### src/board_io_pkg.sv
package board_io_pkg;

    // Board inputs.
    localparam int n_switches = 4;
    localparam int n_buttons  = 2;
    localparam int n_inputs   = n_switches + n_buttons;
    localparam int idx_w      = 3;

    localparam int n_leds     = 8;

    localparam int bus_w      = 32;
    localparam int count_w    = 8;    // FIFO occupancy field width.

    // One debounced change. Switches use indices 0..3, buttons 4..5.
    typedef struct packed {
        logic [idx_w-1:0] idx;
        logic             level;
    } io_event_t;

    localparam int io_event_w = $bits(io_event_t);

    // Register map.
    localparam logic [bus_w-1:0] addr_switches = 32'h00;
    localparam logic [bus_w-1:0] addr_buttons  = 32'h04;
    localparam logic [bus_w-1:0] addr_leds     = 32'h08;
    localparam logic [bus_w-1:0] addr_event    = 32'h0C;    // Read pops.
    localparam logic [bus_w-1:0] addr_status   = 32'h10;

    localparam int evt_valid_bit  = 31;
    localparam int status_ovf_bit = 8;

endpackage
### src/board_io_top.sv
`timescale 1ns/100ps

module board_io_top import board_io_pkg::*;
#(
    parameter int DEBOUNCE_CYCLES = 16,
    parameter int FIFO_DEPTH      = 8
)
(
    input                   clk,
    input                   rst_n,

    input  [n_switches-1:0] sw,
    input  [n_buttons -1:0] key,    // Active low.

    input                   hsel,
    input  [bus_w     -1:0] haddr,
    input                   hwrite,
    input  [bus_w     -1:0] hwdata,
    output [bus_w     -1:0] hrdata,

    output [n_leds    -1:0] led
);

    logic [n_inputs-1:0] raw_in;
    logic [n_inputs-1:0] stable;
    logic                evt_valid;
    io_event_t           evt;
    io_event_t           rd_event;
    logic                rd_valid;
    logic [count_w -1:0] count;
    logic                overflow;
    logic                pop;
    logic                clear_overflow;

    assign raw_in = { ~ key, sw };    // Buttons read 1 when pressed.

    input_debouncer
    # (
        .WIDTH           ( n_inputs        ),
        .DEBOUNCE_CYCLES ( DEBOUNCE_CYCLES )
    )
    input_debouncer_i
    (
        .clk       ( clk       ),
        .rst_n     ( rst_n     ),
        .raw_in    ( raw_in    ),
        .stable    ( stable    ),
        .evt_valid ( evt_valid ),
        .evt       ( evt       )
    );

    event_fifo
    # (.DEPTH ( FIFO_DEPTH ))
    event_fifo_i
    (
        .clk            ( clk            ),
        .rst_n          ( rst_n          ),
        .push           ( evt_valid      ),
        .wr_event       ( evt            ),
        .pop            ( pop            ),
        .clear_overflow ( clear_overflow ),
        .rd_event       ( rd_event       ),
        .rd_valid       ( rd_valid       ),
        .count          ( count          ),
        .overflow       ( overflow       )
    );

    gpio_regs gpio_regs_i
    (
        .clk            ( clk            ),
        .rst_n          ( rst_n          ),
        .hsel           ( hsel           ),
        .haddr          ( haddr          ),
        .hwrite         ( hwrite         ),
        .hwdata         ( hwdata         ),
        .hrdata         ( hrdata         ),
        .stable         ( stable         ),
        .rd_event       ( rd_event       ),
        .rd_valid       ( rd_valid       ),
        .count          ( count          ),
        .overflow       ( overflow       ),
        .pop            ( pop            ),
        .clear_overflow ( clear_overflow ),
        .led            ( led            )
    );

endmodule

### src/gpio_regs.sv
`timescale 1ns/100ps

module gpio_regs import board_io_pkg::*;
(
    input                       clk,
    input                       rst_n,

    input                       hsel,
    input        [bus_w-1:0]    haddr,
    input                       hwrite,
    input        [bus_w-1:0]    hwdata,
    output logic [bus_w-1:0]    hrdata,

    input        [n_inputs-1:0] stable,
    input  io_event_t           rd_event,
    input                       rd_valid,
    input        [count_w-1:0]  count,
    input                       overflow,
    output logic                pop,
    output logic                clear_overflow,

    output logic [n_leds-1:0]   led
);

    logic rd_strobe;
    logic wr_strobe;

    assign rd_strobe = hsel && !hwrite;
    assign wr_strobe = hsel &&  hwrite;

    // Pop only with data present, so an empty read is side-effect free.
    assign pop            = rd_strobe && (haddr == addr_event) && rd_valid;
    assign clear_overflow = wr_strobe && (haddr == addr_status) && hwdata[status_ovf_bit];

    always_ff @(posedge clk) begin
        if (!rst_n)
            led <= '0;
        else if (wr_strobe && haddr == addr_leds)
            led <= hwdata[n_leds-1:0];
    end

    // Read mux.
    always_comb begin
        hrdata = '0;
        case (haddr)
            addr_switches: begin
                hrdata[n_switches-1:0] = stable[n_switches-1:0];
            end
            addr_buttons: begin
                hrdata[n_buttons-1:0] = stable[n_inputs-1:n_switches];
            end
            addr_leds: begin
                hrdata[n_leds-1:0] = led;
            end
            addr_event: begin
                if (rd_valid) begin
                    hrdata[evt_valid_bit]    = 1'b1;
                    hrdata[io_event_w-1:0]   = rd_event;
                end
            end
            addr_status: begin
                hrdata[count_w-1:0]      = count;
                hrdata[status_ovf_bit]   = overflow;
            end
            default: begin
                hrdata = '0;    // Unmapped.
            end
        endcase
    end

endmodule

### src/event_fifo.sv
`timescale 1ns/100ps

module event_fifo import board_io_pkg::*;
#(
    parameter int DEPTH = 8
)
(
    input                      clk,
    input                      rst_n,
    input                      push,
    input  io_event_t          wr_event,
    input                      pop,
    input                      clear_overflow,
    output io_event_t          rd_event,
    output logic               rd_valid,
    output logic [count_w-1:0] count,
    output logic               overflow
);

    localparam int ptr_w = $clog2(DEPTH);

    io_event_t        mem [DEPTH];
    logic [ptr_w-1:0] wr_ptr;
    logic [ptr_w-1:0] rd_ptr;
    logic             full;
    logic             do_push;
    logic             do_pop;

    assign rd_valid = count != '0;
    assign full     = count == count_w'(DEPTH);
    assign do_pop   = pop && rd_valid;
    assign do_push  = push && (!full || do_pop);    // Pop frees a slot this cycle.
    assign rd_event = mem[rd_ptr];

    always_ff @(posedge clk) begin
        if (do_push)
            mem[wr_ptr] <= wr_event;
    end

    always_ff @(posedge clk) begin
        if (!rst_n) begin
            wr_ptr   <= '0;
            rd_ptr   <= '0;
            count    <= '0;
            overflow <= 1'b0;
        end else begin
            if (do_push)
                wr_ptr <= wr_ptr + 1'b1;    // Wraps since depth is a power of two.
            if (do_pop)
                rd_ptr <= rd_ptr + 1'b1;
            case ({do_push, do_pop})
                2'b10:   count <= count + 1'b1;
                2'b01:   count <= count - 1'b1;
                default: count <= count;
            endcase
            if (push && !do_push)
                overflow <= 1'b1;    // Dropped event.
            else if (clear_overflow)
                overflow <= 1'b0;
        end
    end

    assert property (@(posedge clk) disable iff (!rst_n) count <= count_w'(DEPTH));
    assert property (@(posedge clk) disable iff (!rst_n) pop |-> rd_valid);

endmodule

### src/input_debouncer.sv
`timescale 1ns/100ps

module input_debouncer import board_io_pkg::*;
#(
    parameter int WIDTH           = n_inputs,
    parameter int DEBOUNCE_CYCLES = 16
)
(
    input                    clk,
    input                    rst_n,
    input        [WIDTH-1:0] raw_in,
    output logic [WIDTH-1:0] stable,
    output logic             evt_valid,
    output io_event_t        evt
);

    localparam int cnt_w = $clog2(DEBOUNCE_CYCLES + 1);

    logic [WIDTH-1:0] sync_0;
    logic [WIDTH-1:0] sync_1;
    logic [cnt_w-1:0] cnt [WIDTH];
    logic [WIDTH-1:0] ready;
    logic             sel_found;
    logic [idx_w-1:0] sel_idx;

    // Two-flop synchronizer.
    always_ff @(posedge clk) begin
        if (!rst_n) begin
            sync_0 <= '0;
            sync_1 <= '0;
        end else begin
            sync_0 <= raw_in;
            sync_1 <= sync_0;
        end
    end

    // Counts while the input disagrees with stable and saturates at threshold.
    always_ff @(posedge clk) begin
        if (!rst_n) begin
            for (int i = 0; i < WIDTH; i++)
                cnt[i] <= '0;
        end else begin
            for (int i = 0; i < WIDTH; i++) begin
                if (sync_1[i] == stable[i])
                    cnt[i] <= '0;
                else if (cnt[i] != cnt_w'(DEBOUNCE_CYCLES))
                    cnt[i] <= cnt[i] + 1'b1;
            end
        end
    end

    always_comb begin
        for (int i = 0; i < WIDTH; i++)
            ready[i] = (sync_1[i] != stable[i]) && (cnt[i] == cnt_w'(DEBOUNCE_CYCLES));
    end

    // Lowest ready index wins.
    always_comb begin
        sel_found = 1'b0;
        sel_idx   = '0;
        for (int i = WIDTH - 1; i >= 0; i--) begin
            if (ready[i]) begin
                sel_found = 1'b1;
                sel_idx   = idx_w'(i);
            end
        end
    end

    always_ff @(posedge clk) begin
        if (!rst_n) begin
            stable    <= '0;
            evt_valid <= 1'b0;
        end else begin
            evt_valid <= sel_found;
            if (sel_found)
                stable[sel_idx] <= ~stable[sel_idx];
        end
    end

    always_ff @(posedge clk) begin
        if (sel_found) begin
            evt.idx   <= sel_idx;
            evt.level <= ~stable[sel_idx];    // Level after the flip.
        end
    end

    // The event's bit is the only stable bit that moved, and it moved to the event's level.
    assert property (@(posedge clk) disable iff (!rst_n)
        evt_valid |-> (stable ^ $past(stable)) == (WIDTH'(1) << evt.idx)
            && evt.level == stable[evt.idx]);

endmodule

### config.mk
export PLATFORM = sky130hd
export DESIGN_NAME = board_io_top
export DESIGN_NICKNAME = d
export VERILOG_FILES = /design/src/board_io_pkg.sv /design/src/board_io_top.sv /design/src/gpio_regs.sv /design/src/event_fifo.sv /design/src/input_debouncer.sv
export SDC_FILE = /design/constraint.sdc
export NUM_CORES = 1
export LEC_CHECK = 0
export ABC_AREA = 0
export BUFFER_PORTS_ARGS = -buffer_cell sky130_fd_sc_hd__buf_2
export CAP_MARGIN = 15
export CELL_PAD_IN_SITES_DETAIL_PLACEMENT = 1
export CELL_PAD_IN_SITES_GLOBAL_PLACEMENT = 2
export CORE_ASPECT_RATIO = 0.6
export CORE_MARGIN = 4
export CORE_UTILIZATION = 25
export CTS_CLUSTER_DIAMETER = 50
export DETAILED_ROUTE_END_ITERATION = 6
export PLACE_DENSITY_LB_ADDON = 0.3
export SLEW_MARGIN = 0
export SYNTH_ARGS = -nofsm -noshare
export SYNTH_HDL_FRONTEND = slang
export SYNTH_HIERARCHICAL = 1
export SYNTH_SLANG_ARGS = --single-unit
export TNS_END_PERCENT = 100
### constraint.sdc
create_clock -name clk -period 5.35 [get_ports clk]
set_input_delay 0.2675 -clock clk [delete_from_list [all_inputs] [get_ports clk]]
set_output_delay 0.2675 -clock clk [all_outputs]
set_load 0.01 [all_outputs]
==> results.sh, run 1 <==
export IMPL_die_h_um=127.2
export IMPL_crit_required_ns=5.61
export IMPL_hpwl_um=11770
export IMPL_hold_violations=0
export IMPL_register_area_sq_um=2883
export IMPL_worst_setup_path_type="reg -> reg"
export IMPL_drtAntennaViolNets=0
export IMPL_critPathMostFrequentCell="nand2_1"
export IMPL_critical_path_top_delay_family="simple AND/OR/NAND/NOR gates"
export IMPL_slew_headroom_pct=34.98
export IMPL_grt_first_pass_wirelength_um=23680
export IMPL_synth_top_area_share_pct=33.47
export IMPL_use_met3_pct=2.308
export IMPL_cts_sinks=111
export IMPL_crit_path_top_delay_cell="dfxtp_1"
export IMPL_gp_congestion=0.7515
export IMPL_viasPerCell=4.444
export IMPL_yosysSeqAreaShare_pct=48.69
export IMPL_clk_latency_ns=0.36
export IMPL_cts_resized=0
export IMPL_grt_setup_unrepaired="no"
export IMPL_drc=0
export IMPL_drtIter0Drc=171
export IMPL_cpPeakStageDelay_ns=0.49
export IMPL_cts_tree="built"
export IMPL_crit_arrival_ns=3.83
export IMPL_final_common_cell="buf_2"
export IMPL_synth_area_sq_um=5921
export IMPL_dieArea_sq_um=26290
export IMPL_finalMaxSlewViolations=0
export IMPL_final_core_util_pct=29.43
export IMPL_initial_utilization_pct=25.53
export IMPL_finalNetCount=683
export IMPL_drive_above_1_share_pct=20.74
export IMPL_coreArea_sq_um=23190
export IMPL_fill_cells=2590
export IMPL_totalWireLength_um=14830
export IMPL_synthCells=522
export IMPL_die_w_um=206.7
export IMPL_cap_violations=0
export IMPL_ys_seq_elements=111
export IMPL_cts_buffers=9
export IMPL_grtUsageMet2_pct=17.52
export IMPL_clk_pin_slew_ns=0.08
export IMPL_antenna_found_initial=0
export IMPL_path_cells="nor4_2, nand2_1, nand2_1, nor3_4, and3b_1, nand2b_1, a21oi_2, inv_1, fa_1, nor2b_1, o31a_1, mux2i_1, a21boi_1, o21a_1"
export IMPL_cts_buffer_depth=2
export IMPL_critical_path_max_fanout=9
export IMPL_cts_hold_buffers=0
export IMPL_setup_tns_ns=0
export IMPL_ys_types=66
export IMPL_top_usage_layer="met2"
export IMPL_tightest_slew_ns=0.9664
export IMPL_postCtsSetupRepairBufs=0
export IMPL_outcome="finished clean"
export IMPL_synthFlopType="edfxtp_1"
export IMPL_skew_ns=0.008730
export IMPL_wl_per_cell_um=16.33
export IMPL_setup_worst_path_end_class="flip-flop"
export IMPL_syn_area_per_cell_sq_um=11.34
export IMPL_yosys_top_cells_area="edfxtp_1, dfxtp_1, ha_1"
export IMPL_yosysWarnings=6
export IMPL_power_density_nw_per_um2=245.1
export IMPL_startpoint_type="flip-flop"
export IMPL_multi_input_area_sq_um=2778
export IMPL_period_share_pct=66.64
export IMPL_htree_levels=3
export IMPL_ioPinCount=114
export IMPL_grt_pass1_vias=4345
export IMPL_area_delta_synth_final_pct=15.28
export IMPL_layout_common_cells="buf_2, edfxtp_1, nor2_1"
export IMPL_ir_drop_uv=141.2
export IMPL_use_met1_pct=16.89
export IMPL_core_rowCount=43
export IMPL_ctsRootBufferMaster="clkbuf_16"
export IMPL_fmax_mhz=280.5
export IMPL_crit_buf_inv=1
export IMPL_synthArstFlopShare_pct=0
export IMPL_antenna_cells=0
export IMPL_fin_crit_ns=3.565
export IMPL_overflow=0
export IMPL_p_leak_nw=2.547
export IMPL_drtPass1Iterations=4
export IMPL_grtUsageTotal_pct=11.47
export IMPL_synth_top_area_cell="edfxtp_1"
export IMPL_io_buffers=68
export IMPL_synth_edf_count=66
export IMPL_setup_viol=0
export IMPL_worstHoldPathType="in -> reg"
export IMPL_grt_max_degree=45
export IMPL_dr_total_vias=4035
cell type report:
cell class,instances,share of cell area [%]
multi-input cells,369,40.70
well taps,315,5.775
repair buffers,68,4.986
inverters,29,1.595
flip-flops and latches,111,42.24
clock buffers,9,3.300
clock inverters,7,1.412
Yosys cell counts (8+ instances only):
master     n
a21oi_1   17
nor2_1    49
xor2_1    20
nor2b_1   10
nand2_1   25
xnor2_1   18
inv_1     29
and2_1    19
mux4_2    10
edfxtp_1  66
nand3_1   27
ha_1      20
nand4_1   11
buf_4     23
mux2i_1    8
nor3_1     8
dfxtp_1   45
o31ai_1    8
nand2b_1   9
final timing paths:
path | startpoint | cells after the start | endpoint | slack, ns
hold reg to reg | input_debouncer_i/sync_0[1]$_SDFF_PN0_ | 1 | input_debouncer_i/sync_1[1]$_SDFF_PN0_ | 0.44
setup reg to reg | event_fifo_i/count[3]$_SDFFE_PN0P_ | 14 | event_fifo_i/count[6]$_SDFFE_PN0P_ | 1.79
setup / recovery | event_fifo_i/count[3]$_SDFFE_PN0P_ | 14 | event_fifo_i/count[6]$_SDFFE_PN0P_ | 1.79
hold / removal | sw[3] | 2 | input_debouncer_i/sync_0[3]$_SDFF_PN0_ | 0.12
flip-flops by register name, indices dropped and copies added (netlist names), named ones only:
signal / flops
input_debouncer_i/sync_0: 6
event_fifo_i/rd_ptr: 3
event_fifo_i/count: 8
input_debouncer_i/evt: 4
input_debouncer_i/evt_valid: 1
gpio_regs_i/led: 8
event_fifo_i/wr_ptr: 3
event_fifo_i/overflow: 1
input_debouncer_i/stable: 6
input_debouncer_i/cnt: 30
event_fifo_i/mem: 32
input_debouncer_i/sync_1: 6
kinds of logic (layout without fill, tap and decap cells):
group,count (synthesis),count (layout),share of synthesized area (%)
buf+inv,63,113,5.727
mux,23,23,6.107
flops,111,111,48.69
other cells,1,22,0.06334
simple gates,201,201,21.60
compound gates,63,63,7.354
xor+xnor,39,39,5.896
fa+ha+maj,21,21,4.565
per-stage QoR:
stage / cells / hold slack [ns] / total power, mW / instance area [sq um] / setup slack, ns
2_1_floorplan: 543 / 0.3948 / 0.9663 / 6000 / 2.199
6_report: 908 / 0.1175 / 1.673 / 6825 / 1.785
3_5_place_dp: 892 / 0.4242 / 0.9887 / 6504 / 1.480
3_3_place_gp: 892 / 0.4270 / 0.9856 / 6504 / 1.549
5_1_grt: 908 / 0.1147 / 1.742 / 6825 / 1.460
4_1_cts: 908 / 0.1018 / 1.705 / 6825 / 1.749
where the power goes:
group	total [mW]	switching, mW	internal [mW]
Sequential	0.903	0.00338	0.900
Combinational	0.0649	0.0404	0.0245
Clock	0.705	0.362	0.343
metal layers:
layer / share of wire (%) / routed length, um / vias to the layer above
li1: - / - / 1981
met1: 52 / 7739 / 2017
met2: 45 / 6645 / 27
met3: 2.3 / 334 / 10
met4: 0.75 / 111 / 0
met5: 0 / 0 / -
(Power assumes the default switching activity.)
==> run 2, diff against run 1 <==
Clock period 5.35 ns to 3.3 ns, I/O delays scaled along.
==> run 2 against run 1 <==
Effect of this change: via count up 3.6%; count of clock-buffer cells in the layout unchanged; highest routed layer is now met5; critical path depth is the same; maximum frequency rose by 16%; non-clock buffer count up 19.
==> results.sh, run 2 (synthesis results as in run 1) <==
export IMPL_ioPinCount=114
export IMPL_htree_levels=3
export IMPL_viasPerCell=4.508
export IMPL_startpoint_type="flip-flop"
export IMPL_largest_reg_flops=32
export IMPL_area_delta_synth_final_pct=17.37
export IMPL_period_share_pct=92.74
export IMPL_grt_pass1_vias=4327
export IMPL_dpl_cell_area_sq_um=6646
export IMPL_worst_setup_path_type="reg -> reg"
export IMPL_crit_arrival_ns=3.32
export IMPL_fin_area_sq_um=6949
export IMPL_clk_pin_slew_ns=0.08
export IMPL_hold_violations=0
export IMPL_final_common_cell="buf_2"
export IMPL_clk_latency_ns=0.36
export IMPL_cts_sinks=111
export IMPL_total_power_mw=2.653
export IMPL_antenna_found_initial=1
export IMPL_grt_max_degree=37
export IMPL_initial_utilization_pct=25.53
export IMPL_fin_hold_ws_ns=0.01280
export IMPL_setup_viol=0
export IMPL_coreArea_sq_um=23190
export IMPL_gp_congestion=0.7594
export IMPL_ctsRootBufferMaster="clkbuf_16"
export IMPL_core_rowCount=43
export IMPL_dr_total_vias=4179
export IMPL_cts_buffers=9
export IMPL_die_w_um=206.7
export IMPL_crit_required_ns=3.56
export IMPL_totalWireLength_um=15020
export IMPL_grt_setup_unrepaired="no"
export IMPL_hpwl_um=12080
export IMPL_drtAntennaViolNets=0
export IMPL_wl_per_cell_um=16.20
export IMPL_cts_tree="built"
export IMPL_outcome="finished clean"
export IMPL_antenna_cells=0
export IMPL_cap_violations=0
export IMPL_drive_above_1_share_pct=23.37
export IMPL_tightest_slew_ns=0.8356
export IMPL_die_h_um=127.2
export IMPL_overflow=0
export IMPL_dieArea_sq_um=26290
export IMPL_layout_common_cells="buf_2, edfxtp_1, nor2_1"
export IMPL_drc=0
export IMPL_register_area_sq_um=2884
export IMPL_top_regs="event_fifo_i/mem (32), input_debouncer_i/cnt (30)"
export IMPL_finalMaxSlewViolations=0
export IMPL_cts_hold_buffers=0
export IMPL_drtPass1Iterations=7
export IMPL_p_leak_nw=2.640
export IMPL_drtIter0Drc=262
export IMPL_setup_worst_path_end_class="flip-flop"
export IMPL_critical_path_max_fanout=9
export IMPL_ir_drop_uv=295.5
export IMPL_setup_tns_ns=0
export IMPL_grtUsageTotal_pct=11.74
export IMPL_cts_buffer_depth=2
export IMPL_grt_first_pass_wirelength_um=24120
export IMPL_slew_headroom_pct=43.54
export IMPL_io_buffers=68
export IMPL_fin_crit_ns=3.060
export IMPL_worstHoldPathType="in -> reg"
export IMPL_fill_cells=2613
export IMPL_finalNetCount=702
export IMPL_fmax_mhz=326.8
export IMPL_multi_input_area_sq_um=2794
export IMPL_skew_ns=0.01257
export IMPL_largest_register="event_fifo_i/mem"
export IMPL_power_density_nw_per_um2=381.8
[run 2: where the power goes]
part           total [mW]  switching (mW)  internal, mW
sequential           1.46         0.00557          1.46
combinational       0.107          0.0650        0.0415
clock                1.08           0.553         0.530
[run 2: final timing paths]
check | start | endpoint | slack (ns) | cells past startpoint
worst min register to register | input_debouncer_i/sync_0[2]$_SDFF_PN0_ | input_debouncer_i/sync_1[2]$_SDFF_PN0_ | 0.44 | 1
worst min-delay path | sw[3] | input_debouncer_i/sync_0[3]$_SDFF_PN0_ | 0.01 | 2
worst max-delay path | event_fifo_i/count[6]$_SDFFE_PN0P_ | event_fifo_i/count[6]$_SDFFE_PN0P_ | 0.24 | 14
worst max register to register | event_fifo_i/count[6]$_SDFFE_PN0P_ | event_fifo_i/count[6]$_SDFFE_PN0P_ | 0.24 | 14
[run 2: metal layers]
layer  track usage (%)  part of all wire (%)  routed length [um]
met4             2.346                   1.0                 154
met5                 0                 0.080                  12
met1             18.33                    53                7906
met2             16.52                    42                6349
met3             2.613                   3.9                 591
[run 2: stage by stage]
stage               cells  util, %  setup slack, ns
finish                927    29.97           0.2396
global route          927    29.97          0.05829
CTS                   927    29.89           0.1453
detailed placement    911    28.66          0.07726
global placement      911    28.66           0.1343
floorplan             543        -           0.2514
[run 2: critical path, cell delays in order (launching register included)]
cell and delay (ns):
dfxtp_1 0.44, nor4_4 0.09, nand2_1 0.16, nand2_1 0.11, nor3_4 0.26, and3b_1 0.23, nand2b_1 0.10, a21oi_4 0.27
inv_1 0.09, fa_1 0.41, nor2b_1 0.16, o31a_1 0.17, mux2i_1 0.21, a21boi_1 0.08, o21a_1 0.16
[run 2: final cells by class]
type | instances | area share (%)
sequential | 111 | 41.50
clock buffer | 9 | 3.241
timing repair buffer | 87 | 6.950
clock inverter | 7 | 0.8642
inverter | 29 | 1.566
multi-input combinational | 369 | 40.21
tap | 315 | 5.672
[run 2: repair_timing]
action                     in CTS  in global routing
setup endpoints to repair       0                  3
gates resized for setup         0                  3
buffers inserted                0                  0
